$ cat src/db_pkg.sv
package db_pkg;

    // ------------------------------
    // Widths
    // ------------------------------
    localparam int DB_KEY_WID    = 8;
    localparam int DB_VALUE_WID  = 32;
    localparam int WB_ADR_WID    = 16;

    // Address map of the Wishbone port
    localparam int WB_KEY_LSB    = 2;
    localparam int WB_REGION_BIT = 10;

    // ------------------------------
    // Basic types
    // ------------------------------
    typedef logic [DB_KEY_WID-1:0]   db_key_t;
    typedef logic [DB_VALUE_WID-1:0] db_value_t;

    typedef enum logic [1:0] {
        OP_LOOKUP = 2'd0,
        OP_INSERT = 2'd1,
        OP_DELETE = 2'd2,
        OP_QUERY  = 2'd3
    } db_opcode_t;

    // ------------------------------
    // Grouped signals
    // ------------------------------
    // Operation from decode to execute
    typedef struct packed {
        db_opcode_t code;
        db_key_t    key;
        db_value_t  value;
    } db_op_t;

    // Record as read back from the store
    typedef struct packed {
        logic      valid;
        db_value_t value;
    } db_entry_t;

    // Completed operation from execute to result
    typedef struct packed {
        db_opcode_t code;
        db_entry_t  entry;
    } db_result_t;

endpackage : db_pkg

$ cat src/db_result.sv
`timescale 1ns/1ns

module db_result (
    input  logic                clk,
    input  logic                rst,

    input  db_pkg::db_result_t  res,
    input  logic                res_valid,

    // Wishbone response
    output db_pkg::db_value_t   wb_dat_r,
    output logic                wb_ack
);
    db_pkg::db_value_t rd_data;

    // ------------------------------
    // Read data by opcode
    // ------------------------------
    always_comb begin
        case (res.code)
            db_pkg::OP_LOOKUP: begin
                rd_data = res.entry.valid ? res.entry.value : '0;
            end
            db_pkg::OP_QUERY: begin
                // Presence flag in bit 0
                rd_data = db_pkg::db_value_t'(res.entry.valid);
            end
            default: begin
                rd_data = '0;
            end
        endcase
    end

    always_ff @(posedge clk) begin
        if (rst) begin
            wb_ack <= 1'b0;
        end else begin
            wb_ack <= res_valid;
        end
    end

    always_ff @(posedge clk) begin
        if (res_valid) begin
            wb_dat_r <= rd_data;
        end
    end

endmodule : db_result

$ cat config.mk
export PLATFORM = sky130hd
export DESIGN_NAME = db_result
export DESIGN_NICKNAME = d
export VERILOG_FILES = /design/src/db_pkg.sv /design/src/db_result.sv
export SDC_FILE = /design/constraint.sdc
export NUM_CORES = 1
export LEC_CHECK = 0
export BUFFER_PORTS_ARGS = -buffer_cell sky130_fd_sc_hd__buf_2
export CORE_AREA = 4 4 55 70
export CTS_CLUSTER_DIAMETER = 200
export CTS_CLUSTER_SIZE = 40
export DETAILED_ROUTE_END_ITERATION = 7
export DIE_AREA = 0 0 59 74
export PLACE_DENSITY = 0.77
export SYNTH_ARGS = -nofsm -noshare
export SYNTH_HDL_FRONTEND = slang
export SYNTH_SLANG_ARGS = --single-unit
$ cat constraint.sdc
create_clock -name clk -period 2.1 [get_ports clk]
set_clock_uncertainty 0.2 [all_clocks]
set_input_delay 0.42 -clock clk [delete_from_list [all_inputs] [get_ports clk]]
set_output_delay 0.42 -clock clk [all_outputs]
set_load 0.05 [all_outputs]
# Word-level counts from Yosys, hierarchy flattened
# Index checks and enable logic that the tools add are counted.
# word_totals
out_inout_bits	33
register_bits	33
elab_cells	6
# op_classes
n_reduce_logical	1
n_eq_ne	1
n_mux	2
# ops
operator	n
case mux 32 bit (2 select lines)	1
2-to-1 mux 32 bit	1
equality test 2 bit (second input constant)	1
zero test 2 bit	1

# Longest topological paths before layout
# Gate-level depths: netlist (run 1).
# logic_depth
word_depth	2
ltp_mapped	5

# Worst setup path after synthesis (run 1)
# OpenSTA, ideal clock, no wires.
# synth_path
kind	in2reg
startpoint	input port res[33] (netlist bit)
endpoint	register wb_dat_r[10], data pin
path_stages	5
arrival_time_ps	1216
slack_ps	432
setup_ps	253
path_buffers	1
cell_sequence	inv_1 > ha_1 > and3b_2 > buf_6 > and2_4
# synth_between
elab_chain_len	2
elab_cells_between_ends	3
# synth_lines
element	line	rtl
from (decl)	db_result.sv:7	input db_pkg::db_result_t res,
equality test 2 bit / zero test 2 bit (equally long branches)	db_result.sv:20	case (res.code)
case mux 32 bit (2 select lines) (*)	db_result.sv:20	
named net rd_data[10]	db_result.sv:14	db_pkg::db_value_t rd_data;
to (signal assigned)	db_result.sv:44	wb_dat_r <= rd_data;
to (decl)	db_result.sv:11	output db_pkg::db_value_t wb_dat_r,
# The timed path passes the listed nets; every way through them passes the cells marked *.
# A chain may end at the register's enable or synchronous reset.

# Worst setup path in the final report (run 1)
# layout_path
startpoint	input port res[34] (netlist bit)
endpoint	register wb_dat_r[11], data pin
# Same word-level chain as after synthesis.

==> impl_metrics.ini, run 1 <==
[placed_design]
dp_hpwl_mm = 1.96
place_congestion = 0.650
pre_cts_ws_ns = 0.255
io_buffers = 70
dp_cells = 181
dpl_cell_area_mm2 = 0.00171

[cts]
postCtsSetupRepairBufs = 0
cts_buffer_depth = 2
cts.sinks = 33
clkSlewWorstSetupHoldPaths_ns = 0.06
cts_root_buf = clkbuf_8
cts_resized = 0
cts_tree = built
htreeDepth = 2
cts_hold_buffers = 0
numCtsBuffers = 5

[power]
clkPwrFrac_pct = 29.7
p_leak_nw = 0.804
internal-power_mw = 1.07
net-switching-power_mw = 0.397
p_comb_share_pct = 17.7
power_frac_seq_pct = 52.6
vdd_ir_drop_max_mv = 0.461
power_density_mw_per_mm2 = 816
p_sw_share_pct = 27.1

[global_routing]
first_global_vias = 804
grt_pass1_wl_mm = 3.61
grt_start_max_net_pins = 34
antenna_found_initial = 0
grt.overflow.total = 0
grt.total_usage_pct = 11.8

[setup_path]
crit_path_start = res[34]
setup.worst_path.start_class = primary input
slowest_stage = ha_1
slowest_delay_ns = 0.28
crit_path_cell_trace = buf_2, inv_1, ha_1, and3b_2, buf_12, and2_1
required_ns = 1.93
cp_data_arrival_time_ns = 1.38
crit_path_end_kind = flip-flop
cp_top_family = simple AND/OR/NAND/NOR gates
cp_num_buf_inv = 3
crit_fanout = 30
criticalPathCategory = primary input to flip-flop

[timing]
finalWorstSetupSlack_ns = 0.552
max_freq_mhz = 646
worstMarginPinSlew_ns = 0.389
rsz0062_at_grt = false
slew_headroom_pct = 74.1
hold_viol = 0
setup_viol = 0
period_minus_slack_ns = 1.55
tns_ns = 0
slew_viol_final = 0
period_share_pct = 73.7

[status]
status = finished clean

[detailed_routing]
dr.first_iter.drc_count = 21
vias = 829
antenna_left = 0
routed_via_density = 4.39
drt_pass1_iterations = 3
drcViolationCount = 0
routedWlPerCell_um = 13.3
routed_wl_mm = 2.51

[synthesis]
syn_inst = 75
yosysUniqueCellTypes = 12
syn_area_mm2 = 0.00132
synth_fp_nets = 115
syn_avg_cell_area_um2 = 17.6
ys_warn_count = 0
seq_area_frac_synth_pct = 74.2
ys_ff_latch = 33

[floorplanning]
die_area_mm2 = 0.00437
rows = 23
pin_count = 71
core_area_mm2 = 0.00317
fp.dieH_um = 74
die_x_um = 59
start_util_pct = 41.8

[final_layout]
final_area_mm2 = 0.00179
nNetsFinal = 191
fillers = 285
fin_util_pct = 56.6
diodes = 0
drive_gt1_share_pct = 65.1
finalNonFillerCells = 189
area_growth_pct = 35.6

[job]
drv_cap = 0

[min_path]
hp-class = primary input to flip-flop
hold_start = rst
[Yosys cell counts]
| cell | number | share of area, % |
|---|---|---|
| a21oi_1 | 1 | 0.38 |
| and2_1 | 9 | 4.3 |
| and2_4 | 21 | 14 |
| and3_1 | 1 | 0.47 |
| and3b_2 | 1 | 0.76 |
| buf_6 | 3 | 2.6 |
| dfxtp_1 | 1 | 1.5 |
| edfxtp_1 | 32 | 73 |
| ha_1 | 2 | 1.9 |
| inv_1 | 2 | 0.57 |
| nor2b_1 | 1 | 0.47 |
| nor3b_1 | 1 | 0.57 |
[sequential cells by signal, summed over array words and instances, names as in the netlist]
| signal | cells |
|---|---|
| wb_ack | 1 |
| wb_dat_r | 32 |
[power groups by stage]
| stage | Clock, mW | Sequential, mW | Combinational (mW) |
|---|---|---|---|
| 2_1_floorplan | 0 | 0.933 | 0.0271 |
| 3_3_place_gp | 0 | 0.784 | 0.258 |
| 3_5_place_dp | 0 | 0.785 | 0.261 |
| 4_1_cts | 0.446 | 0.772 | 0.262 |
| 5_1_grt | 0.469 | 0.775 | 0.271 |
| 6_report | 0.435 | 0.771 | 0.258 |
[cells in the final DEF, fill, tap and decap left out, types with 2 or more instances in the layout]
| cell | netlist | layout |
|---|---|---|
| ha_1 | 2 | 2 |
| and2_1 | 9 | 9 |
| clkbuf_1 | 0 | 3 |
| edfxtp_1 | 32 | 32 |
| buf_2 | 0 | 70 |
| and2_4 | 21 | 21 |
| clkbuf_8 | 0 | 5 |
| inv_1 | 2 | 2 |
[through the flow]
step / total power [mW] / hold WS [ns]
after global placement: 1.04 / 0.375
after floorplan: 0.960 / 0.292
final: 1.46 / 0.0970
after detailed placement: 1.05 / 0.383
after CTS: 1.48 / 0.0860
after global routing: 1.52 / 0.0983
[cells by family (layout without fill, tap and decap cells)]
kind of cell,after synthesis,count (layout),synth area share (%)
flip-flops,33,33,74.2
AND/OR/NAND/NOR,34,34,20.4
buffers and inverters,5,82,3.12
adder cells (fa/ha/maj),2,2,1.89
AO/OA/AOI/OAI,1,1,0.378
[layer usage]
metal	global-route usage, %	wire, um
met2	22.7	1520
met5	0	0
met1	9.01	704
met4	8.31	67
met3	4.69	220
[worst paths after layout]
| path | end | cells past startpoint |
|---|---|---|
| max | wb_dat_r[11] | 6 |
| min | wb_ack | 2 |
[area by class of cell]
| class | count | area (um^2) | area share (%) |
|---|---|---|---|
| Sequential cell | 33 | 981 | 54.7 |
| Timing Repair Buffer | 72 | 378 | 21.1 |
| Multi-Input combinational cell | 37 | 300 | 16.7 |
| Clock buffer | 8 | 80.1 | 4.47 |
| Tap cell | 37 | 46.3 | 2.58 |
| Inverter | 2 | 7.51 | 0.419 |
No activity file was read; power rests on OpenSTA's default activity.
==> run 2, diff against run 1 <==
- clock period: 2.1 -> 1.6 ns (I/O delays scaled with it)
==> run 2 against run 1 <==
Non-clock buffer count rose by 3; setup slack got worse by 0.41 ns; clock power rose by 30%; cell count rose by 1.6%; clock-buffer cell count did not move; sequential cell count did not move; combinational power rose by 36%; core utilization rose by 1.2 points; sequential power rose by 31%; sequential share of layout area fell by 1.1 points; largest power group unchanged.
==> impl_metrics.ini, run 2 (synthesis gave the netlist of run 1 again) <==
[status]
status = finished clean

[timing]
max_freq_mhz = 687
finalWorstSetupSlack_ns = 0.145
slew_viol_final = 0
slew_headroom_pct = 82.3
rsz0062_at_grt = false
period_share_pct = 90.9
setup_viol = 0
period_minus_slack_ns = 1.45
worstMarginPinSlew_ns = 0.268
hold_viol = 0
whs_ns = 0.124
tns_ns = 0

[floorplanning]
pin_count = 71
die_area_mm2 = 0.00437
die_x_um = 59
fp.dieH_um = 74
start_util_pct = 41.8
rows = 23
core_area_mm2 = 0.00317

[final_layout]
drive_gt1_share_pct = 65.2
diodes = 0
finalNonFillerCells = 192
layout_common_cells = buf_2, edfxtp_1, and2_4, and2_1, clkbuf_8
final_area_mm2 = 0.00183
fin_util_pct = 57.8
nNetsFinal = 194
largest_reg_flops = 32
mostFrequentLayoutCell = buf_2
top_register = wb_dat_r
area_growth_pct = 38.4
top_regs = wb_dat_r: 32 flops, wb_ack: 1 flops

[setup_path]
crit_path_end = wb_dat_r[29]
cp_data_arrival_time_ns = 1.28
setup.worst_path.start_class = primary input
crit_path_start = res[33]
crit_path_end_kind = flip-flop
crit_fanout = 30
criticalPathCategory = primary input to flip-flop
required_ns = 1.43

[placed_design]
pre_cts_ws_ns = -0.160
place_congestion = 0.651
dp_cells = 183
dp_hpwl_mm = 1.94
io_buffers = 70
dpl_cell_area_mm2 = 0.00174

[power]
finalPower_mw = 1.93
power_density_mw_per_mm2 = 1050
p_leak_nw = 0.822
vdd_ir_drop_max_mv = 0.650

[global_routing]
grt_start_max_net_pins = 34
antenna_found_initial = 0
grt.overflow.total = 0
first_global_vias = 793
grt_pass1_wl_mm = 3.62
grt.total_usage_pct = 11.7
use_met2_pct = 23.3
busiest_layer = met2
met1_usage_pct = 9.53
met3_usage_pct = 2.43

[cts]
cts_root_buf = clkbuf_8
htreeDepth = 2
numCtsBuffers = 5
cts_tree = built
postCtsSetupRepairBufs = 0
cts_buffer_depth = 2
cts.sinks = 33
clkSlewWorstSetupHoldPaths_ns = 0.06

[detailed_routing]
routed_via_density = 4.38
drcViolationCount = 0
vias = 840
drt_pass1_iterations = 4
routedWlPerCell_um = 12.9
routed_wl_mm = 2.49
dr.first_iter.drc_count = 27
antenna_left = 0

[job]
drv_cap = 0

[min_path]
hp-class = primary input to flip-flop
==> run 2: worst min-delay path by stage <==
| stage | from | endpoint | slack [ns] | depth (start not counted) |
|---|---|---|---|---|
| after detailed placement | rst | wb_ack | 0.28 | 2 |
| after floorplan | rst | wb_ack | 0.19 | 1 |
| after global routing | res[15] | wb_dat_r[15] | 0.12 | 2 |
| after global placement | rst | wb_ack | 0.28 | 2 |
| final | res[15] | wb_dat_r[15] | 0.12 | 2 |
| after CTS | res[15] | wb_dat_r[15] | 0.12 | 2 |
==> run 2: per-layer routing <==
| layer | wire, um | up-vias | part of all wire (%) |
|---|---|---|---|
| li1 | - | 416 | - |
| met1 | 783 | 382 | 32 |
| met2 | 1460 | 34 | 59 |
| met3 | 171 | 8 | 6.9 |
| met4 | 75 | 0 | 3.0 |
| met5 | 0 | - | 0 |
==> run 2: where the power goes <==
group | internal [mW] | leakage [nW] | switching, mW
Clock | 0.308 | 0.0395 | 0.257
Sequential | 1.00 | 0.313 | 0.0101
Combinational | 0.0994 | 0.470 | 0.251
==> run 2: cell type report <==
| cell class | count | area (um^2) |
|---|---|---|
| Fill cell | 280 | 1340 |
| Sequential cell | 33 | 981 |
| Clock buffer | 8 | 80.1 |
| Multi-Input combinational cell | 37 | 300 |
| Timing Repair Buffer | 75 | 415 |
| Tap cell | 37 | 46.3 |
| Inverter | 2 | 7.51 |
==> run 2: critical path: stages <==
cell and delay, ns:
buf_2 0.09, inv_1 0.04, ha_1 0.28, and3b_2 0.22, buf_12 0.16, and2_1 0.17
==> run 2: timing repair <==
| item | 4_1_cts | 5_1_grt |
|---|---|---|
| hold endpoints to repair | 1 | 0 |
| gates resized for setup | 0 | 0 |
| hold buffers | 1 | 0 |
==> run 3, diff against run 2 <==
- CORE_AREA: 4 4 55 70 -> 4 4 63 65
- CTS_CLUSTER_DIAMETER: 200 -> 80
- DIE_AREA: 0 0 59 74 -> 0 0 67 69
- PLACE_DENSITY: 0.77 -> 0.74
==> run 3 against run 2 <==
Sequential cell count did not move; clock-buffer cell count fell by 2; global-route usage rose by 0.80 points; cell count rose by 4.2%; largest cell class unchanged.
==> impl_metrics.ini, run 3 (synthesis gave the netlist of run 1 again) <==
[setup_path]
setup.worst_path.start_class = flip-flop
required_ns = 1.08
crit_path_end_kind = output port
cp_top_family = flip-flops
cp_data_arrival_time_ns = 0.93
slowest_stage = edfxtp_1
crit_path_cell_trace = buf_2
crit_fanout = 1
criticalPathCategory = flip-flop to output port
cp_num_buf_inv = 1
slowest_delay_ns = 0.34

[min_path]
hp-class = primary input to flip-flop

[global_routing]
first_global_vias = 908
grt.total_usage_pct = 12.5
antenna_found_initial = 0
grt_start_max_net_pins = 34
grt_pass1_wl_mm = 4.17
grt.overflow.total = 0

[final_layout]
mostFrequentLayoutCell = buf_2
layout_common_cells = buf_2, edfxtp_1, and2_4, and2_1, clkbuf_4
largest_reg_flops = 32
nNetsFinal = 194
multi_input_area_um2 = 300
area_growth_pct = 36.6
fillers = 310
diodes = 0
drive_gt1_share_pct = 65.6
register_area_um2 = 981
top_regs = wb_dat_r: 32 flops, wb_ack: 1 flops
top_register = wb_dat_r

[placed_design]
place_congestion = 0.657
io_buffers = 70
dp_hpwl_mm = 2.04

[status]
status = finished clean

[floorplanning]
start_util_pct = 39.6
rows = 21
fp.dieH_um = 69
die_area_mm2 = 0.00462
pin_count = 71
die_x_um = 67
core_area_mm2 = 0.00334

[cts]
cts_hold_buffers = 1
numCtsBuffers = 5
htreeDepth = 2
clkSlewWorstSetupHoldPaths_ns = 0.09
cts_root_buf = clkbuf_4
cts_resized = 0
cts_tree = built
postCtsSetupRepairBufs = 0
cts.sinks = 33
cts_buffer_depth = 2

[detailed_routing]
drcViolationCount = 0
antenna_left = 0
drt_pass1_iterations = 2
vias = 843
routedWlPerCell_um = 13.3
routed_via_density = 4.22
routed_wl_mm = 2.65
dr.first_iter.drc_count = 62

[power]
finalPower_mw = 1.76
vdd_ir_drop_max_mv = 0.435
p_leak_nw = 0.809
power_density_mw_per_mm2 = 976

[timing]
period_share_pct = 90.7
rsz0062_at_grt = false
slew_headroom_pct = 81.6
hold_viol = 0
whs_ns = 0.0790
period_minus_slack_ns = 1.45
worstMarginPinSlew_ns = 0.278
slew_viol_final = 0
setup_viol = 0
max_freq_mhz = 689

[job]
drv_cap = 0
## run 3: cell types whose count changed in the layout (fill, tap and decap cells not counted), sizes merged
cell	change
clkinv	+1
clkbuf	-2
## run 3: path summary, 6_finish.rpt
kind                  cells past startpoint    startpoint      endpoint  slack, ns
worst max-delay path                      1  wb_dat_r[28]  wb_dat_r[28]       0.15
worst min-delay path                      2       res[13]  wb_dat_r[13]       0.08
## run 3: final cells by class
type	instances	area share (%)
tap	46	3.19
clock inverter	1	0.208
multi-input combinational	37	16.6
clock buffer	6	2.29
inverter	2	0.416
timing repair buffer	75	23.0
sequential	33	54.3
## run 3: per-stage QoR
stage,setup WS (ns),TNS (ns),util (%),std cells,instance area [um^2]
global route,0.0721,0,54.1,200,1810
detailed placement,-0.147,-3.88,52.5,192,1750
CTS,0.114,0,54.1,200,1810
global placement,-0.112,-3.08,52.5,192,1750
floorplan,0.0317,0,-,75,1320
finish,0.149,0,54.1,200,1810
## run 3: where the power goes
part | total, mW | switching, mW | leakage (nW) | internal [mW]
clock | 0.402 | 0.242 | 0.0258 | 0.159
combinational | 0.349 | 0.251 | 0.471 | 0.0987
sequential | 1.01 | 0.0125 | 0.313 | 0.999
total | 1.76 | 0.505 | 0.809 | 1.26
## run 3: metal layers
metal	wire (um)	vias to the layer above	GRT usage (%)
li1	-	415	-
met1	946	375	12.8
met2	1420	45	21.8
met3	223	8	3.25
met4	63	0	7.43
met5	0	-	0
