### config.mk
export PLATFORM = sky130hd
export DESIGN_NAME = db_wb_decode
export DESIGN_NICKNAME = d
export VERILOG_FILES = /design/src/db_pkg.sv /design/src/db_wb_decode.sv
export SDC_FILE = /design/constraint.sdc
export NUM_CORES = 1
export LEC_CHECK = 0
export BUFFER_PORTS_ARGS = -buffer_cell sky130_fd_sc_hd__buf_4
export CAP_MARGIN = 15
export CELL_PAD_IN_SITES_DETAIL_PLACEMENT = 0
export CELL_PAD_IN_SITES_GLOBAL_PLACEMENT = 1
export CORE_ASPECT_RATIO = 1.4
export CORE_MARGIN = 5
export CORE_UTILIZATION = 31
export DETAILED_ROUTE_END_ITERATION = 16
export PLACE_DENSITY = 0.79
export SETUP_SLACK_MARGIN = 0.5
export SYNTH_ARGS = -nofsm -noshare
export SYNTH_HDL_FRONTEND = slang
export SYNTH_SLANG_ARGS = --single-unit
### constraint.sdc
create_clock -name clk -period 2.4 [get_ports clk]
set_input_delay 0.12 -clock clk [delete_from_list [all_inputs] [get_ports clk]]
set_output_delay 0.12 -clock clk [all_outputs]
set_load 0.01 [all_outputs]
### src/db_pkg.sv
package db_pkg;

    // ------------------------------
    // Widths
    // ------------------------------
    localparam int DB_KEY_WID    = 8;
    localparam int DB_VALUE_WID  = 32;
    localparam int WB_ADR_WID    = 16;

    // Address map of the Wishbone port
    localparam int WB_KEY_LSB    = 2;
    localparam int WB_REGION_BIT = 10;

    // ------------------------------
    // Basic types
    // ------------------------------
    typedef logic [DB_KEY_WID-1:0]   db_key_t;
    typedef logic [DB_VALUE_WID-1:0] db_value_t;

    typedef enum logic [1:0] {
        OP_LOOKUP = 2'd0,
        OP_INSERT = 2'd1,
        OP_DELETE = 2'd2,
        OP_QUERY  = 2'd3
    } db_opcode_t;

    // ------------------------------
    // Grouped signals
    // ------------------------------
    // Operation from decode to execute
    typedef struct packed {
        db_opcode_t code;
        db_key_t    key;
        db_value_t  value;
    } db_op_t;

    // Record as read back from the store
    typedef struct packed {
        logic      valid;
        db_value_t value;
    } db_entry_t;

    // Completed operation from execute to result
    typedef struct packed {
        db_opcode_t code;
        db_entry_t  entry;
    } db_result_t;

endpackage : db_pkg

### src/db_wb_decode.sv
`timescale 1ns/1ns

module db_wb_decode (
    input  logic                            clk,
    input  logic                            rst,

    // Wishbone classic slave inputs
    input  logic                            wb_cyc,
    input  logic                            wb_stb,
    input  logic                            wb_we,
    input  logic [db_pkg::WB_ADR_WID-1:0]   wb_adr,
    input  db_pkg::db_value_t               wb_dat_w,
    input  logic                            wb_ack,

    // Operation towards execute
    output db_pkg::db_op_t                  op,
    output logic                            op_valid,
    input  logic                            op_take
);
    logic              busy;
    logic              capture;
    logic              ctrl_region;
    db_pkg::db_opcode_t code;

    // Only one bus cycle in flight until it is acknowledged
    assign capture     = wb_cyc && wb_stb && !busy;
    assign ctrl_region = wb_adr[db_pkg::WB_REGION_BIT];

    // ------------------------------
    // Opcode mapping
    // ------------------------------
    always_comb begin
        case ({wb_we, ctrl_region})
            2'b10:   code = db_pkg::OP_INSERT;
            2'b11:   code = db_pkg::OP_DELETE;
            2'b01:   code = db_pkg::OP_QUERY;
            default: code = db_pkg::OP_LOOKUP;
        endcase
    end

    always_ff @(posedge clk) begin
        if (rst) begin
            busy     <= 1'b0;
            op_valid <= 1'b0;
        end else begin
            if (capture) begin
                busy     <= 1'b1;
                op_valid <= 1'b1;
            end else begin
                if (op_take) begin
                    op_valid <= 1'b0;
                end
                if (wb_ack) begin
                    busy <= 1'b0;
                end
            end
        end
    end

    // Operation payload
    always_ff @(posedge clk) begin
        if (capture) begin
            op.code  <= code;
            op.key   <= wb_adr[db_pkg::WB_KEY_LSB +: db_pkg::DB_KEY_WID];
            op.value <= wb_dat_w;
        end
    end

endmodule : db_wb_decode
# After elaboration in Yosys (flattened, before gate mapping)
# Cells that the tools add are included.
dict set report totals {
  output_inout_bits 43
  in_bits 55
  register_bits 44
  wordCells 18
}
dict set report op_classes {
  n_reduce_logical 5
  eq_ne 3
  n_mux 5
}
# operator n
set ops {}
lappend ops {{$pmux W2 S3} 1}
lappend ops {{$eq A2 B2 Y1 const B} 2}
lappend ops {{$mux W1} 4}
lappend ops {{$reduce_bool A2 Y1} 2}
lappend ops {{$eq A2 B1 Y1 const B} 1}
lappend ops {{$logic_and A1 B1 Y1} 2}
lappend ops {{$logic_not A1 Y1} 1}

# Logic depth before layout (Yosys ltp)
# Gate-level depths: netlist (run 1).
dict set report logic_depth {
  depth_word 3
  ltp_mapped 3
  depth_no_buf 3
}

# Worst setup path before layout (run 1)
# No wires, ideal clock.
dict set report synth_path {
  path_type {flip-flop to flip-flop}
  start {reg busy}
  end {reg op[0] in the netlist's numbering, enable pin}
  slack_ns 0.727
  setup_ns 0.397
  arrival_time_ns 1.277
  period_less_slack_ns 1.673
  t_required_ns 2.003
  path_stages_with_launch 3
  path_cell_list {dfxtp_1 > nand3b_4 > inv_1}
}
dict set report synth_between {
  elab_chain_cells 2
}
# element line
set synth_rtl {}
lappend synth_rtl {{start, declared} db_wb_decode.sv:20} ;# logic busy;
lappend synth_rtl {{start signal, assigned} db_wb_decode.sv:43} ;# busy <= 1'b0;
lappend synth_rtl {{start signal, assigned} db_wb_decode.sv:47} ;# busy <= 1'b1;
lappend synth_rtl {{start signal, assigned} db_wb_decode.sv:54} ;# busy <= 1'b0;
lappend synth_rtl {{$logic_not A1 Y1} db_wb_decode.sv:26} ;# assign capture = wb_cyc && wb_stb && !busy;
lappend synth_rtl {{$logic_and A1 B1 Y1} db_wb_decode.sv:26}
lappend synth_rtl {{via capture} db_wb_decode.sv:21} ;# logic capture;
lappend synth_rtl {{end, declared} db_wb_decode.sv:16} ;# output db_pkg::db_op_t op,
# The timed path passes the listed nets, and every way through them passes these cells.
# A chain may end at the register's enable or synchronous reset.

# Worst setup path after layout (run 1)
dict set report layout_path {
  start {reg busy}
  end {reg op[35] in the netlist's numbering, enable pin}
}
# The elaborated chain is that of the path after synthesis.

==> flow_summary.ini, run 1 <==
[cells_and_area]
drive_gt1_frac = 0.540
syn_to_final_growth_pct = 84.3
layout.nets = 243
nFillCells = 335
antennaDiodeCount = 0
layout_commonest_cell = buf_4
layout.area.seq_um2 = 1300
multi_input_area_um2 = 73.8
final_cell_mix = 92 x buf_4, 42 x edfxtp_1, 32 x dlygate4sd3_1

[die]
dieWidth_um = 66.5
die_height_um = 89.1
rows = 28
start_util = 0.324
io_pins = 98
core_area_um2 = 4270
die-area_um2 = 5930

[timing]
max_slew_margin = 0.815
max_freq_mhz = 872
tightest_slew_ns = 0.278
rsz0062_at_grt = false
finalCriticalPeriod_ns = 1.15
period_share = 0.478
skew_ns = 0.00334
slew_viol_final = 0
setup_tns_ns = 0
hold_violations = 0
setup_viol = 0
holdWs_ns = 0.0110

[drt]
wl_per_cell_um = 13.9
ant_nets = 0
initialDrtViolationCount = 25
wirelength_um = 3420
drt_first_pass_iters = 4
vias = 973
drc = 0
via_per_inst = 3.94

[synth]
syn-cell-area_um2 = 1390
synth-xor-area-share = 0
synthSimpleGateAreaFrac = 0.0280
syn_nets = 112
synthAdderAreaFrac = 0.0181
ys_warn_count = 0
synth_compound_area_frac = 0.00722
muxShareOfSynthArea = 0
ys_seq_elements = 44
synth.avg_cell_area_um2 = 25.2
synth_seq_area_share = 0.939
synth_top_family_by_area = simple AND/OR/NAND/NOR gates
synthDistinctLibCells = 8
synthCells = 55

[power_and_ir_drop]
total_power_w = 0.00150
power_leakage_nw = 1.09
p_per_area_nw_per_um2 = 587
vdd_drop_max_uv = 479

[worst_setup_path]
cp_top_family = buffers and inverters
cp_slowest_cell = dfxtp_1
path_cells = nand3b_4 > inv_1 > buf_4
crit_buf_inv = 2
end_kind = register
cp.required_ns = 2.37
cp_slowest_stage_delay_ns = 0.32
path_class = reg -> reg
cp-start-kind = register
critPathArrivalTime_ns = 1.11
cp_max_fo = 23

[clock_tree]
cts_tree = done
cts-resized-gates = 0
clk_latency_ns = 0.28
clock_path_buffers = 2
root_buffer = clkbuf_8
path_clk_slew_ns = 0.07
cts-buffers-inserted = 5
cts_sinks = 44
htree_num_levels = 2

[grt]
grt_max_degree = 24
track_usage = 0.114
grt_pass1_wl_um = 4800
grt_pass1_vias = 1048
overflow = 0
antenna_found_initial = 0

[placed_design]
dp_hpwl_um = 2450
place_congestion = 0.626
portBuffers = 90

[job]
drv_cap = 0

[worst_hold_path]
worstHoldPathType = in -> reg

[outcome]
outcome = finished clean
==> power breakdown <==
| part | total, W | leakage (nW) | internal (W) | switching (W) |
|---|---|---|---|---|
| Sequential | 0.000890 | 0.408 | 0.000881 | 0.00000917 |
| Combinational | 0.000191 | 0.636 | 0.000124 | 0.0000675 |
| Clock | 0.000418 | 0.0453 | 0.000197 | 0.000221 |
==> worst paths after layout <==
check	startpoint	end	slack, ns	cells after the start
worst max-delay path	busy	op[35]	1.25	3
worst min-delay path	wb_adr[7]	op[37]	0.01	1
worst max register to register	busy	op[35]	1.25	3
worst min register to register	busy	busy	0.48	2
==> state kept, by name, indices dropped and copies added (netlist names) <==
| register | flops |
|---|---|
| op | 42 |
| busy | 1 |
| op_valid | 1 |
==> final cells by class <==
| cell class | instances | area share |
|---|---|---|
| Sequential cell | 44 | 0.509 |
| Timing Repair Buffer | 124 | 0.396 |
| Tap cell | 60 | 0.0294 |
| Multi-Input combinational cell | 8 | 0.0289 |
| Clock buffer | 5 | 0.0269 |
| Clock inverter | 3 | 0.00539 |
| Inverter | 3 | 0.00441 |
==> cells by family after synthesis <==
| group | count (synthesis) |
|---|---|
| flops | 44 |
| simple gates | 4 |
| buf+inv | 3 |
| compound gates | 2 |
| fa+ha+maj | 2 |
==> synth_stat cells <==
master | n | area share
ha_1 | 2 | 0.018
nand3b_4 | 1 | 0.014
inv_1 | 3 | 0.0081
nand2b_1 | 2 | 0.0090
dfxtp_1 | 2 | 0.029
edfxtp_1 | 42 | 0.91
or2_2 | 1 | 0.0045
a21oi_1 | 2 | 0.0072
==> worst reg2reg max path, cell delays in order (launching register included) <==
cell      delay, ns
dfxtp_1        0.32
nand3b_4       0.16
inv_1          0.07
buf_4          0.28
==> stage by stage <==
| step | cells | worst slack (ns) | utilization | area, µm² |
|---|---|---|---|---|
| after floorplan | 55 | 0.727 | - | 1390 |
| after global placement | 207 | 1.27 | 0.504 | 2150 |
| after detailed placement | 207 | 1.24 | 0.504 | 2150 |
| after CTS | 240 | 1.23 | 0.581 | 2480 |
| after global routing | 247 | 1.19 | 0.598 | 2550 |
| final | 247 | 1.25 | 0.598 | 2550 |
==> what timing repair did <==
item                                   4_1_cts  5_1_grt
hold buffers                                25        7
buffers inserted                             0        0
endpoints found under the hold margin       26        7
==> metal layers <==
metal	share of wire	GRT usage	wire [µm]
met5	0	0	0
met4	0.015	0.0444	51
met3	0.10	0.0503	358
met2	0.59	0.231	2020
met1	0.29	0.0905	994
(Power assumes the default switching activity.)
==> run 2: changes to the inputs <==
CORE_UTILIZATION = 28   (was 31)
PLACE_DENSITY = 0.75   (was 0.79)
clock period = 1 ns   (was 2.4 ns; I/O delays follow)
==> flow_summary.ini, run 2 (synthesis results as in run 1) <==
[outcome]
outcome = finished, violations left
violations = negative hold slack, negative setup slack

[cells_and_area]
layout_commonest_cell = buf_4
final_core_util = 0.519
regMostFlops = op
syn_to_final_growth_pct = 81.3
layout.nets = 214
nFillCells = 404
antennaDiodeCount = 0
drive_gt1_frac = 0.707
reg_top3 = op (42), busy (1), op_valid (1)
final_area_um2 = 2510
largest_reg_flops = 42
final_cell_mix = 47 x buf_4, 45 x buf_6, 42 x edfxtp_1

[timing]
max_freq_mhz = 934
tightest_slew_ns = 0.116
rsz0062_at_grt = true
slew_viol_final = 0
setup_viol = 42
period_share = 1.07
holdWs_ns = -0.0781
setup_tns_ns = -2.57
hold_violations = 42
layout_setup_ws_ns = -0.0702
finalCriticalPeriod_ns = 1.07
max_slew_margin = 0.923
skew_ns = 0.00674

[power_and_ir_drop]
p_clk_frac = 0.270
p_switching_w = 0.000692
intPower_w = 0.00287
p_per_area_nw_per_um2 = 1420
vdd_drop_max_uv = 756
seq_power_share = 0.604
power_leakage_nw = 1.03
total_power_w = 0.00356
swShare = 0.194
comb_power_share = 0.126

[clock_tree]
cts_tree = done
htree_num_levels = 2
cts-buffers-inserted = 5
clk_latency_ns = 0.28
clock_path_buffers = 2
path_clk_slew_ns = 0.07
cts_sinks = 44
root_buffer = clkbuf_8

[grt]
grt_max_degree = 23
grt_pass1_vias = 981
grt_pass1_wl_um = 4810
overflow = 0
antenna_found_initial = 0
track_usage = 0.101

[die]
die-area_um2 = 6480
start_util = 0.286
die_height_um = 93.3
dieWidth_um = 69.5
io_pins = 98
rows = 30
core_area_um2 = 4840

[worst_setup_path]
ff2ff_path_depth = 3
critPathArrivalTime_ns = 1.06
cp-start-kind = register
cp.required_ns = 0.99
end_kind = register
path_class = reg -> reg
cp_max_fo = 22

[job]
drv_cap = 0

[worst_hold_path]
worstHoldPathType = in -> reg
holdPathStages = 2

[placed_design]
dpl_cell_area_um2 = 2210
portBuffers = 90
place_congestion = 0.723

[drt]
initialDrtViolationCount = 20
drc = 0
vias = 902
ant_nets = 0
via_per_inst = 4.08
wl_per_cell_um = 14.6
wirelength_um = 3220
drt_first_pass_iters = 4
run 2: metal layers:
layer	GRT usage	routed length (µm)	vias to the layer above
met3	0.0731	487	6
met1	0.0825	951	422
met2	0.179	1720	64
li1	-	-	410
met4	0.0440	58	0
met5	0	0	-
run 2: worst max-delay path, cell delays in order, from the launching register on:
cell and delay, ns:
dfxtp_2 0.32, nand3b_4 0.16, clkinvlp_4 0.12, buf_12 0.17
run 2: layout make-up:
cell class | instances | area [µm²] | area share
timing repair buffer | 95 | 915 | 0.364
clock buffer | 5 | 68.8 | 0.0274
clock inverter | 2 | 7.51 | 0.00299
tap | 64 | 80.1 | 0.0319
multi-input combinational | 8 | 116 | 0.0463
inverter | 3 | 22.5 | 0.00896
sequential | 44 | 1300 | 0.519
run 2: metrics by stage:
| stage | setup WS, ns | cells |
|---|---|---|
| 2_1_floorplan | -0.410 | 55 |
| 3_3_place_gp | -0.0498 | 211 |
| 5_1_grt | -0.107 | 221 |
| 4_1_cts | -0.0736 | 220 |
| 6_report | -0.0702 | 221 |
| 3_5_place_dp | -0.0693 | 211 |
run 2: power by group through the flow:
stage	logic [W]	registers, W	clock network [W]
floorplan	0.0000520	0.00222	0
global placement	0.000378	0.00218	0
detailed placement	0.000390	0.00218	0
CTS	0.000452	0.00215	0.00101
global route	0.000481	0.00216	0.00109
finish	0.000450	0.00215	0.000960
run 2: worst paths after layout:
path,endpoint,start,slack [ns]
min,busy,rst,-0.08
max reg2reg,op[39],busy,-0.07
max,op[39],busy,-0.07
min reg2reg,busy,busy,0.49
run 2: what timing repair did:
action	in CTS	in global routing
pin swaps	1	0
endpoints found under the setup margin	88	87
resized for setup	51	1
buffers inserted	2	1
hold endpoints to repair	42	42
==> run 3: changes to the inputs <==
SETUP_SLACK_MARGIN = 0.15   (was 0.5)
==> flow_summary.ini, run 3 (synthesis results as in run 1) <==
[grt]
grt_max_degree = 27
track_usage = 0.117
overflow = 0
antenna_found_initial = 0
grt_pass1_vias = 1163
grt_pass1_wl_um = 5730

[outcome]
violations = negative setup slack
outcome = finished, violations left

[power_and_ir_drop]
power_leakage_nw = 1.19
vdd_drop_max_uv = 982
p_per_area_nw_per_um2 = 1390

[timing]
period_share = 1.07
slew_viol_final = 0
holdWs_ns = 0.0230
setup_tns_ns = -2.20
max_slew_margin = 0.912
tightest_slew_ns = 0.133
rsz0062_at_grt = true
skew_ns = 0.00716
max_freq_mhz = 933
setup_viol = 42
layout_setup_ws_ns = -0.0719
hold_violations = 0
finalCriticalPeriod_ns = 1.07

[drt]
initialDrtViolationCount = 46
m1WireLength_um = 1060
wirelength_um = 3650
routed-wl-met3_um = 294
via_per_inst = 4.01
wl_per_cell_um = 14.0
top_layer = met4
ant_nets = 0
vias = 1046
route.met2.wl_um = 2220
drt_first_pass_iters = 3
drc = 0

[die]
start_util = 0.286
rows = 30
die_height_um = 93.3
core_area_um2 = 4840
die-area_um2 = 6480
dieWidth_um = 69.5
io_pins = 98

[cells_and_area]
layout.area.seq_um2 = 1300
layout_commonest_cell = buf_4
layout.nets = 253
drive_gt1_frac = 0.533
regMostFlops = op
antennaDiodeCount = 0
largest_reg_flops = 42
multi_input_area_um2 = 77.6
final_core_util = 0.594
nFillCells = 376
final_cell_mix = 49 x buf_4, 42 x edfxtp_1, 42 x buf_6
reg_top3 = op (42), busy (1), op_valid (1)
final_cells = 261
syn_to_final_growth_pct = 107

[clock_tree]
htree_num_levels = 2
cts_tree = done
cts-buffers-inserted = 5
path_clk_slew_ns = 0.07
clk_latency_ns = 0.29
cts_sinks = 44
post_cts_buffers = 0
clock_path_buffers = 2
root_buffer = clkbuf_8

[placed_design]
dp_hpwl_um = 2530
place_congestion = 0.718
post-place-cells = 212
portBuffers = 90

[job]
drv_cap = 0

[worst_setup_path]
end_kind = register
path_class = reg -> reg
cp.required_ns = 0.99
cp_max_fo = 26
cp-start-kind = register
critPathArrivalTime_ns = 1.06

[worst_hold_path]
worstHoldPathType = in -> reg
[run 3: cell type report]
class,count,share of cell area
Clock buffer,6,0.0253
Clock inverter,2,0.0122
Inverter,3,0.00522
Multi-Input combinational cell,8,0.0270
Sequential cell,44,0.453
Tap cell,64,0.0279
Timing Repair Buffer,134,0.449
[run 3: metrics by stage]
stage	setup slack (ns)	area, µm²	total power [W]
finish	-0.0719	2870	0.00399
global route	-0.123	2870	0.00416
CTS	-0.0835	2870	0.00402
detailed placement	-0.0705	2190	0.00256
global placement	-0.0557	2190	0.00255
floorplan	-0.410	1390	0.00227
[run 3: final timing paths]
path,slack (ns),depth (start not counted),endpoint,start
worst max-delay path,-0.07,3,op[32],busy
worst min-delay path,0.02,3,busy,wb_ack
worst max register to register,-0.07,3,op[32],busy
worst min register to register,0.47,2,busy,busy
[run 3: power breakdown]
part / switching (W) / internal [W] / total (W) / leakage, nW
combinational: 0.000170 / 0.000375 / 0.000545 / 0.729
sequential: 0.0000363 / 0.00212 / 0.00215 / 0.409
clock: 0.000549 / 0.000741 / 0.00129 / 0.0552
total: 0.000755 / 0.00323 / 0.00399 / 1.19
[run 3: metal layers]
metal | track usage | vias up
met5 | 0 | -
met4 | 0.0456 | 0
met3 | 0.0495 | 7
met2 | 0.230 | 54
met1 | 0.102 | 495
li1 | - | 490
[run 3: timing repair]
| action | 4_1_cts | 5_1_grt |
|---|---|---|
| resized for setup | 41 | 2 |
| hold buffers | 41 | 0 |
| setup endpoints to repair | 83 | 85 |
| hold endpoints to repair | 42 | 0 |
[run 3: worst max-delay path, cell delays in order (launching register included)]
cell        delay [ns]
dfxtp_2           0.32
nand3b_4          0.16
clkinvlp_4        0.12
buf_12            0.18
