$ cat src/db_pkg.sv
package db_pkg;

    // ------------------------------
    // Widths
    // ------------------------------
    localparam int DB_KEY_WID    = 8;
    localparam int DB_VALUE_WID  = 32;
    localparam int WB_ADR_WID    = 16;

    // Address map of the Wishbone port
    localparam int WB_KEY_LSB    = 2;
    localparam int WB_REGION_BIT = 10;

    // ------------------------------
    // Basic types
    // ------------------------------
    typedef logic [DB_KEY_WID-1:0]   db_key_t;
    typedef logic [DB_VALUE_WID-1:0] db_value_t;

    typedef enum logic [1:0] {
        OP_LOOKUP = 2'd0,
        OP_INSERT = 2'd1,
        OP_DELETE = 2'd2,
        OP_QUERY  = 2'd3
    } db_opcode_t;

    // ------------------------------
    // Grouped signals
    // ------------------------------
    // Operation from decode to execute
    typedef struct packed {
        db_opcode_t code;
        db_key_t    key;
        db_value_t  value;
    } db_op_t;

    // Record as read back from the store
    typedef struct packed {
        logic      valid;
        db_value_t value;
    } db_entry_t;

    // Completed operation from execute to result
    typedef struct packed {
        db_opcode_t code;
        db_entry_t  entry;
    } db_result_t;

endpackage : db_pkg

$ cat src/db_execute.sv
`timescale 1ns/1ns

module db_execute (
    input  logic                clk,
    input  logic                rst,

    // Operation from decode
    input  db_pkg::db_op_t      op,
    input  logic                op_valid,
    output logic                op_take,

    input  logic                rdy,

    // Store write side
    output logic                wr_req,
    output db_pkg::db_key_t     wr_key,
    output db_pkg::db_value_t   wr_value,
    output logic                wr_valid,
    input  logic                wr_ack,

    // Store read side
    output logic                rd_req,
    output db_pkg::db_key_t     rd_key,
    input  logic                rd_ack,
    input  db_pkg::db_entry_t   rd_entry,

    // Completed operation
    output db_pkg::db_result_t  res,
    output logic                res_valid
);
    logic               busy;
    logic               is_write;
    db_pkg::db_opcode_t code_q;
    db_pkg::db_key_t    key_q;

    assign is_write = (op.code == db_pkg::OP_INSERT) || (op.code == db_pkg::OP_DELETE);

    // Take a new op only with the store ready and nothing outstanding
    assign op_take  = op_valid && rdy && !busy;

    // ------------------------------
    // Issue control
    // ------------------------------
    always_ff @(posedge clk) begin
        if (rst) begin
            busy   <= 1'b0;
            wr_req <= 1'b0;
            rd_req <= 1'b0;
        end else begin
            if (op_take) begin
                busy   <= 1'b1;
                wr_req <= is_write;
                rd_req <= !is_write;
            end else begin
                // Request drops once the store samples it while ready
                if (wr_req && rdy) begin
                    wr_req <= 1'b0;
                end
                if (rd_req && rdy) begin
                    rd_req <= 1'b0;
                end
                if (wr_ack || rd_ack) begin
                    busy <= 1'b0;
                end
            end
        end
    end

    // Request payload
    always_ff @(posedge clk) begin
        if (op_take) begin
            code_q <= op.code;
            key_q  <= op.key;
            if (op.code == db_pkg::OP_INSERT) begin
                wr_value <= op.value;
                wr_valid <= 1'b1;
            end else begin
                // Delete leaves a cleared record behind
                wr_value <= '0;
                wr_valid <= 1'b0;
            end
        end
    end

    assign wr_key = key_q;
    assign rd_key = key_q;

    // ------------------------------
    // Result
    // ------------------------------
    assign res_valid = wr_ack || rd_ack;

    always_comb begin
        res.code  = code_q;
        res.entry = rd_ack ? rd_entry : '0;
    end

endmodule : db_execute

$ cat config.mk
export PLATFORM = sky130hd
export DESIGN_NAME = db_execute
export DESIGN_NICKNAME = d
export VERILOG_FILES = /design/src/db_pkg.sv /design/src/db_execute.sv
export SDC_FILE = /design/constraint.sdc
export NUM_CORES = 1
export LEC_CHECK = 0
export BUFFER_PORTS_ARGS = -buffer_cell sky130_fd_sc_hd__buf_4
export CORE_AREA = 4 4 77 79
export CTS_CLUSTER_DIAMETER = 80
export DETAILED_ROUTE_END_ITERATION = 8
export DIE_AREA = 0 0 81 83
export PLACE_DENSITY = 0.78
export SYNTH_ARGS = -nofsm -noshare
export SYNTH_HDL_FRONTEND = slang
export SYNTH_SLANG_ARGS = --single-unit
$ cat constraint.sdc
create_clock -name clk -period 1.85 [get_ports clk]
set_input_delay 0.0925 -clock clk [delete_from_list [all_inputs] [get_ports clk]]
set_output_delay 0.0925 -clock clk [all_outputs]
set_load 0.005 [all_outputs]
### Word-level counts from Yosys, hierarchy flattened

Cells that the tools add are included.

| word-level totals | value |
|---|---|
| register bits after elaboration | 46 |
| output and inout bits | 88 |

| cells by class | value |
|---|---|
| equality and inequality tests | 2 |
| mux-type cells | 8 |
| reductions and logical operators | 11 |

Operators with widths:

| kind | number |
|---|---|
| two-way mux 33 bit | 1 |
| two-way mux 1 bit | 7 |
| nonzero test 2 bit | 3 |
| logical AND 1 bit | 4 |
| equality test 2 x 1 -> 1 bit, second input constant | 1 |
| equality test 2 bit, second input constant | 1 |
| logical NOT 1 bit | 2 |
| logical OR 1 bit | 2 |

### Depth between registers and ports, before layout

Gate-level depths: netlist (run 1).

| logic depth | value |
|---|---|
| depth after elaboration | 4 |
| gate-level depth with buffers | 4 |

### Worst setup path before layout (run 1)

Ideal clock, no wire load.

| timing path | value |
|---|---|
| kind | flip-flop to flip-flop |
| start | register busy |
| end | register code_q[0] (enable) |
| setup time | 0.399 ns |
| data arrival time | 1.345 ns |
| path slack | 0.106 ns |
| cell stages (with the launch flop) | 3 |
| buffers on the path | 0 |
| clock period less this slack | 1.744 ns |
| path through | dfxtp_1 -> nand3b_1 -> inv_1 |

| between the ends | value |
|---|---|
| longest elaborated chain between the ends | 2 |

Ends and longest elaborated chain:

| item | RTL line | text |
|---|---|---|
| from (decl) | db_execute.sv:31 | `logic busy;` |
| from (signal assigned) | db_execute.sv:46 | `busy <= 1'b0;` |
| from (signal assigned) | db_execute.sv:51 | `busy <= 1'b1;` |
| from (signal assigned) | db_execute.sv:63 | `busy <= 1'b0;` |
| logical NOT 1 bit | db_execute.sv:39 | `assign op_take = op_valid && rdy && !busy;` |
| logical AND 1 bit | db_execute.sv:39 |  |
| via op_take | db_execute.sv:10 | `output logic op_take,` |
| to (signal assigned) | db_execute.sv:72 | `code_q <= op.code;` |
| to (decl) | db_execute.sv:33 | `db_pkg::db_opcode_t code_q;` |

The timed path passes the listed nets, and every way through them passes these cells.
A chain may end at the register's enable or synchronous reset.

### Final worst setup path (run 1)

| timing path | value |
|---|---|
| start | register busy |
| end | output port op_take |

| between the ends | value |
|---|---|
| longest elaborated chain between the ends | 2 |

Ends and longest elaborated chain:

| item | RTL line |
|---|---|
| logical NOT 1 bit | db_execute.sv:39 |
| logical AND 1 bit | db_execute.sv:39 |
| to (decl) | db_execute.sv:10 |

No other way between the ends.

==> flow_metrics.tcl, run 1 <==
set metrics [dict create \
    outcome "completed" \
    grt_pass1_vias 1798 \
    wire_per_inst_um 14.2 \
    critical_path_arrival_ns 1.63 \
    setup_violations 0 \
    cts.sinks 46 \
    wl_um 5460 \
    synthSimpleGateAreaFrac_pct 23.9 \
    combPwrFrac_pct 18.1 \
    grt_pass1_wl_um 8180 \
    power_density_mw_per_mm2 646 \
    clockBufferDepth 2 \
    drc 0 \
    vias 1650 \
    clkPwrFrac_pct 27.3 \
    io_pins 169 \
    grt_max_degree 36 \
    postCtsSetupBuffers 0 \
    core_area_mm2 0.00534 \
    critical_path.slowest_cell "dfxtp_1" \
    dp_cells 365 \
    synth_top_family_by_area "simple AND/OR/NAND/NOR gates" \
    internal_power_mw 1.76 \
    muxShareOfSynthArea_pct 0 \
    fin_crit_ns 1.72 \
    holdPathStages 3 \
    die_w_um 81 \
    dpl.hpwl_um 4390 \
    place_area_mm2 0.00322 \
    n_fill_cell 431 \
    syn_nets 220 \
    cts.htree.levels 2 \
    nets 393 \
    p_leak_nw 1.55 \
    cts_tree "done" \
    antennaDiodeCount 0 \
    die_area_mm2 0.00672 \
    start_util_pct 36.2 \
    seqCellArea_mm2 0.00135 \
    postLayoutCellArea_mm2 0.00342 \
    syn_inst 138 \
    grt-ovfl-total 0 \
    skew_ns 0.00962 \
    grt_antenna_before_repair 0 \
    synth_xor_area_share_pct 0 \
    area_growth_pct 76.8 \
    fin_cells 384 \
    rows 27 \
    rr_worst_depth 3 \
    end_kind "output pin" \
    drt-pass1-iter-count 4 \
    synth_cell_type_count 15 \
    track_usage_pct 15.9 \
    cp_max_fo 34 \
    numCtsBuffers 5 \
    synth_compound_area_share_pct 0.776 \
    via_per_inst 4.30 \
    synth_fa_ha_area_share_pct 0.647 \
    final.period_utilization_pct 93.1 \
    max_slew_margin_pct 43.0 \
    hold_path_class "in2reg" \
    slew_violations 0 \
    ctsRootBufferMaster "clkbuf_8" \
    max_freq_mhz 581 \
    gp_congestion 0.703 \
    io_buffers 168 \
    syn_area_per_cell_um2 14.0 \
    drt_iter0_drc 14 \
    ir_drop_uv 342 \
    hold_buffers 11 \
    worstPathCellList "nand3b_1 > clkinv_1 > buf_12 > buf_4" \
    multiInputGateArea_um2 489 \
    drive_gt1_share_pct 56.7 \
    die_h_um 83 \
    slowest_delay_ns 0.36 \
    clkLatencyLatePin_ns 0.29 \
    critPathRequiredTime_ns 1.76 \
    ys.warnings.count 0 \
    swShare_pct 20.4 \
    cts_resized 0 \
    crit_path_start_kind "flop" \
    syn_area_mm2 0.00193 \
    tightest_slew_ns 0.856 \
    final_hold_viol_count 0 \
    ant_nets 0 \
    synth_seq_cells 46 \
    rsz0062_at_grt "false" \
    drv_cap 0 \
    sequentialPowerShare_pct 54.6 \
    fin_tns_setup_ns 0 \
    crit_type "reg2out" \
    hold_slack_ns 0.0779 \
    synth_seq_area_share_pct 69.9 \
    net-switching-power_mw 0.450 \
    clkTransAtPathRegs_ns 0.08 \
]
[cells in the mapped netlist, drive strengths merged]
| cell type | n | area share (%) |
|---|---|---|
| nand4b | 1 | 0.45 |
| a21oi | 3 | 0.78 |
| nand2b | 2 | 0.65 |
| or3b | 1 | 0.45 |
| dfxtp | 3 | 3.1 |
| buf | 11 | 3.9 |
| nand4bb | 1 | 0.58 |
| or2 | 1 | 0.32 |
| ha | 1 | 0.65 |
| and2 | 65 | 21 |
| inv | 2 | 0.39 |
| clkbuf | 3 | 0.58 |
| nand3b | 1 | 0.39 |
| edfxtp | 43 | 67 |
[sequential cells by signal, summed over array words and instances (netlist names)]
register	count
rd_key	8
wr_req	1
rd_req	1
wr_value	32
wr_valid	1
busy	1
code_q	2
[power groups by stage]
stage | logic (mW) | clock network, mW | registers [mW]
6_report | 0.400 | 0.604 | 1.21
5_1_grt | 0.434 | 0.677 | 1.21
4_1_cts | 0.407 | 0.622 | 1.21
3_5_place_dp | 0.388 | 0 | 1.23
3_3_place_gp | 0.379 | 0 | 1.23
2_1_floorplan | 0.0972 | 0 | 1.24
[area by class of cell]
cell class              count  share of cell area (%)
inverters                   2                   0.219
repair buffers            180                    40.7
flip-flops and latches     46                    39.5
clock inverters             1                   0.146
well taps                  72                    2.63
multi-input cells          76                    14.3
clock buffers               7                    2.52
[routing by layer]
metal  vias to the layer above  GRT usage (%)  wire (um)
met5                         -              0          0
met4                         0           4.61         79
met3                        10           5.42        613
met2                       110           31.1       3020
met1                       732           14.9       1750
li1                        798              -          -
[kinds of logic (layout without fill, tap and decap cells)]
logic type,Yosys count,after routing
AND/OR/NAND/NOR,72,72
adder cells (fa/ha/maj),1,1
buffers and inverters,16,190
AO/OA/AOI/OAI,3,3
flip-flops,46,46
[worst max-delay path, delay by kind of cell (launching register included)]
family / cells / cell delay [ns]
DFF: 1 / 0.36
and+or+nand+nor: 1 / 0.14
buffers and inverters: 3 / 0.82
[worst paths after layout]
kind                  endpoint  slack [ns]    from
hold reg to reg         wr_req        0.47  wr_req
setup / recovery       op_take        0.13    busy
hold / removal            busy        0.08  wr_ack
setup reg to reg  wr_value[16]        0.41    busy
[per-stage QoR]
stage	power, mW	setup slack, ns	util (%)
after global routing	2.32	0.00471	64.1
after detailed placement	1.62	0.424	60.3
after floorplan	1.34	0.106	-
final	2.21	0.128	64.1
after global placement	1.61	0.478	60.3
after CTS	2.24	0.123	64.1
[cells in the final DEF, fill, tap and decap left out]
cell type        n
buf_4          168
and2_1          65
edfxtp_1        43
dlygate4sd3_1   11
clkbuf_8         6
a21oi_1          3
dfxtp_1          3
nand2b_1         2
nand3b_1         1
clkinv_1         1
inv_1            1
or2_2            1
nand4bb_1        1
nand4b_1         1
or3b_1           1
ha_1             1
clkbuf_1         1
clkinv_2         1
buf_12           1
Power figures use the tool's default switching activity.
==> inputs of run 2 (changes only) <==
PLACE_DENSITY = 0.81   (was 0.78)
==> flow_metrics.tcl, run 2 (synthesized netlist as in run 1, its figures left out) <==
set metrics [dict create \
    outcome "completed" \
    cp_max_fo 33 \
    fin_crit_ns 1.60 \
    nets 394 \
    rr_worst_depth 3 \
    skew_ns 0.00842 \
    final_hold_viol_count 0 \
    dp_cells 366 \
    drv_cap 0 \
    rows 27 \
    drc 0 \
    grt_pass1_vias 1712 \
    r2r_setup_slack_ns 0.59 \
    die_h_um 83 \
    grt_max_degree 36 \
    critPathRequiredTime_ns 2.00 \
    ctsRootBufferMaster "clkbuf_8" \
    hold_path_class "in2reg" \
    holdPathEnd "busy" \
    regMostFlops "wr_value" \
    holdPathStages 3 \
    largest_reg_flops 32 \
    critical_path_arrival_ns 1.75 \
    grt_antenna_before_repair 0 \
    die_area_mm2 0.00672 \
    drive_gt1_share_pct 57.2 \
    io_buffers 168 \
    wl_um 5280 \
    end_kind "flop" \
    tightest_slew_ns 0.847 \
    cts.htree.levels 2 \
    clkTransAtPathRegs_ns 0.08 \
    io_pins 169 \
    layout_common_cells "buf_4, and2_1, edfxtp_1" \
    core_area_mm2 0.00534 \
    grt-ovfl-total 0 \
    fin_tns_setup_ns 0 \
    ant_nets 0 \
    fin_cells 385 \
    r2r_end "wr_value[27]" \
    rsz0062_at_grt "false" \
    numCtsBuffers 5 \
    final.period_utilization_pct 86.3 \
    drt_iter0_drc 25 \
    postCtsSetupBuffers 0 \
    die_w_um 81 \
    cts_tree "done" \
    crit_path_start_kind "input port" \
    final_common_cell "buf_4" \
    vias 1647 \
    max_slew_margin_pct 43.5 \
    cts.sinks 46 \
    grt_pass1_wl_um 7930 \
    crit_type "in2reg" \
    gp_congestion 0.749 \
    p_leak_nw 1.55 \
    clockBufferDepth 2 \
    ir_drop_uv 282 \
    clkLatencyLatePin_ns 0.29 \
    power_density_mw_per_mm2 638 \
    setup_violations 0 \
    postLayoutCellArea_mm2 0.00341 \
    place_area_mm2 0.00321 \
    area_growth_pct 76.1 \
    start_util_pct 36.2 \
    max_freq_mhz 627 \
    min-delay-start "wr_ack" \
    slew_violations 0 \
    via_per_inst 4.28 \
    wire_per_inst_um 13.7 \
    drt-pass1-iter-count 3 \
    dpl.hpwl_um 4220 \
    track_usage_pct 15.4 \
    antennaDiodeCount 0 \
    rr_startpoint "busy" \
    final_core_util_pct 63.8 \
]
==> run 2: power breakdown <==
group	internal [mW]	switching, mW
registers	1.19	0.0153
clock network	0.262	0.307
logic	0.266	0.130
total	1.72	0.452
==> run 2: layout make-up <==
type	instances	area [um^2]
clock buffers	6	72.6
clock inverters	2	10.0
fillers	442	1930
inverters	2	7.51
multi-input cells	76	489
flip-flops and latches	46	1350
well taps	72	90.1
repair buffers	181	1390
==> run 2: worst max-delay path by stage <==
| stage | start | to | slack [ns] | cells after the start |
|---|---|---|---|---|
| after global placement | op[41] | wr_value[21] | 0.52 | 4 |
| final | op[41] | wr_value[19] | 0.25 | 5 |
| after CTS | op[41] | wr_value[19] | 0.18 | 5 |
| after detailed placement | op[41] | wr_value[19] | 0.42 | 4 |
| after floorplan | busy | code_q[0] | 0.11 | 2 |
| after global routing | op[41] | wr_value[3] | 0.06 | 5 |
==> run 2: per-stage QoR <==
step | setup WS (ns) | hold slack (ns) | total power, mW
finish | 0.254 | 0.0707 | 2.17
CTS | 0.182 | 0.0642 | 2.20
detailed placement | 0.422 | 0.272 | 1.62
global placement | 0.516 | 0.272 | 1.61
global route | 0.0626 | 0.0614 | 2.28
floorplan | 0.106 | 0.162 | 1.34
==> run 2: critical path: stages <==
cell and delay [ns]:
dlygate4sd3_1 0.53, buf_4 0.13, inv_1 0.05, ha_1 0.70
and2_1 0.24
==> run 2: repair_timing <==
| action | 4_1_cts | 5_1_grt |
|---|---|---|
| hold buffers | 11 | 0 |
| resized for setup | 0 | 0 |
| hold endpoints to repair | 13 | 0 |
==> run 2: routing by layer <==
layer  vias to the layer above  share of wire [%]  global-route usage [%]
li1                        802                  -                       -
met1                       737                 33                    14.8
met2                       104                 56                    29.9
met3                         4                 10                    4.77
met4                         0                1.0                    4.61
met5                         -                  0                       0
==> inputs of run 3 (changes only) <==
CORE_AREA = 4 4 76 78   (was 4 4 77 79)
CTS_BUF_LIST = sky130_fd_sc_hd__clkbuf_8   (was not set)
DIE_AREA = 0 0 80 82   (was 0 0 81 83)
PLACE_DENSITY = 0.83   (was 0.81)
clock period = 1.8 ns   (was 1.85 ns; I/O delays follow)
==> flow_metrics.tcl, run 3 (synthesized netlist as in run 1, its figures left out) <==
set metrics [dict create \
    outcome "completed" \
    wl_um 5300 \
    clkPwrFrac_pct 26.4 \
    antennaDiodeCount 0 \
    core_area_mm2 0.00507 \
    die_h_um 82 \
    dpl.hpwl_um 4230 \
    largest_reg_flops 32 \
    max_freq_mhz 637 \
    gp_congestion 0.748 \
    area_growth_pct 76.5 \
    place_area_mm2 0.00322 \
    clockBufferDepth 2 \
    drc 0 \
    io_pins 169 \
    tightest_slew_ns 0.826 \
    wl_met1_um 1830 \
    start_util_pct 38.1 \
    n_fill_cell 407 \
    critPathTopFamily "buffers and inverters" \
    routed-wl-met3_um 580 \
    internal_power_mw 1.77 \
    ir_drop_uv 280 \
    via_per_inst 4.27 \
    vias 1633 \
    rsz0062_at_grt "false" \
    slew_violations 0 \
    wl_met2_um 2790 \
    crit_path_start_kind "input port" \
    swShare_pct 21.1 \
    worstPathCellList "dlygate4sd3_1 > buf_4 > inv_1 > ha_1 > and2_1" \
    skew_ns 0.00902 \
    wire_per_inst_um 13.9 \
    critPathRequiredTime_ns 1.95 \
    regMostFlops "wr_value" \
    ctsRootBufferMaster "clkbuf_8" \
    numCtsBuffers 5 \
    sequentialPowerShare_pct 55.4 \
    slowest_delay_ns 0.68 \
    max_slew_margin_pct 45.0 \
    setup_violations 0 \
    combPwrFrac_pct 18.2 \
    cp_max_fo 33 \
    critical_path.slowest_cell "ha_1" \
    path_buf_inv 3 \
    critical_path_arrival_ns 1.72 \
    net-switching-power_mw 0.472 \
    layout_common_cells "buf_4, and2_1, edfxtp_1" \
    grt_max_degree 36 \
    io_buffers 168 \
    ant_nets 0 \
    final.period_utilization_pct 87.2 \
    top_layer_used "met4" \
    final_hold_viol_count 0 \
    nets 393 \
    p_leak_nw 1.56 \
    fin_crit_ns 1.57 \
    grt_pass1_vias 1652 \
    die_w_um 80 \
    clkLatencyLatePin_ns 0.29 \
    postLayoutCellArea_mm2 0.00341 \
    grt_pass1_wl_um 7800 \
    drt-pass1-iter-count 3 \
    drive_gt1_share_pct 57.1 \
    grt_antenna_before_repair 0 \
    end_kind "flop" \
    grt-ovfl-total 0 \
    die_area_mm2 0.00656 \
    cts_tree "done" \
    crit_type "in2reg" \
    hold_path_class "in2reg" \
    clkTransAtPathRegs_ns 0.08 \
    cts.htree.levels 2 \
    power_density_mw_per_mm2 657 \
    final_common_cell "buf_4" \
    fin_tns_setup_ns 0 \
    drv_cap 0 \
    cts.sinks 46 \
    rows 26 \
    drt_iter0_drc 38 \
    track_usage_pct 15.4 \
    postCtsSetupBuffers 0 \
]
-- run 3: cell type report --
cell class | count | area (um^2) | area share [%]
clock inverters | 3 | 17.5 | 0.513
multi-input cells | 76 | 489 | 14.3
clock buffers | 5 | 68.8 | 2.02
inverters | 2 | 7.51 | 0.220
well taps | 70 | 87.6 | 2.57
flip-flops and latches | 46 | 1350 | 39.6
repair buffers | 180 | 1390 | 40.8
-- run 3: worst paths after layout --
| check | cells past startpoint | start | slack (ns) | end |
|---|---|---|---|---|
| worst min-delay path | 3 | wr_ack | 0.08 | busy |
| worst min register to register | 2 | wr_req | 0.48 | wr_req |
| worst max-delay path | 5 | op[41] | 0.23 | wr_value[26] |
| worst max register to register | 3 | busy | 0.51 | wr_value[0] |
-- run 3: power by group through the flow --
stage | logic [mW] | registers (mW) | clock network (mW)
detailed placement | 0.397 | 1.27 | 0
finish | 0.408 | 1.24 | 0.592
CTS | 0.417 | 1.24 | 0.609
floorplan | 0.0999 | 1.27 | 0
global route | 0.446 | 1.25 | 0.642
global placement | 0.389 | 1.26 | 0
-- run 3: tightest hold or removal path, stage by stage --
cell	delay [ns]
buf_4	0.08
or3b_1	0.09
a21oi_1	0.06
-- run 3: per-stage QoR --
| stage | utilization [%] | hold WS [ns] | setup slack, ns | cells | power, mW |
|---|---|---|---|---|---|
| final | 67.3 | 0.0755 | 0.230 | 382 | 2.24 |
| after global routing | 67.3 | 0.0669 | 0.0456 | 382 | 2.33 |
| after CTS | 67.3 | 0.0676 | 0.175 | 382 | 2.27 |
| after detailed placement | 63.4 | 0.268 | 0.406 | 363 | 1.66 |
| after global placement | 63.4 | 0.268 | 0.484 | 363 | 1.65 |
| after floorplan | - | 0.159 | 0.0559 | 138 | 1.37 |
-- run 3: per-layer routing --
layer  track usage, %  vias to the layer above
li1                 -                      798
met1             15.6                      721
met2             29.0                      108
met3             4.93                        6
met4             6.42                        0
met5                0                        -
-- run 3: repair_timing --
action,4_1_cts,5_1_grt
gates resized for setup,0,0
hold buffers,11,0
endpoints found under the setup margin,0,0
endpoints found under the hold margin,13,0
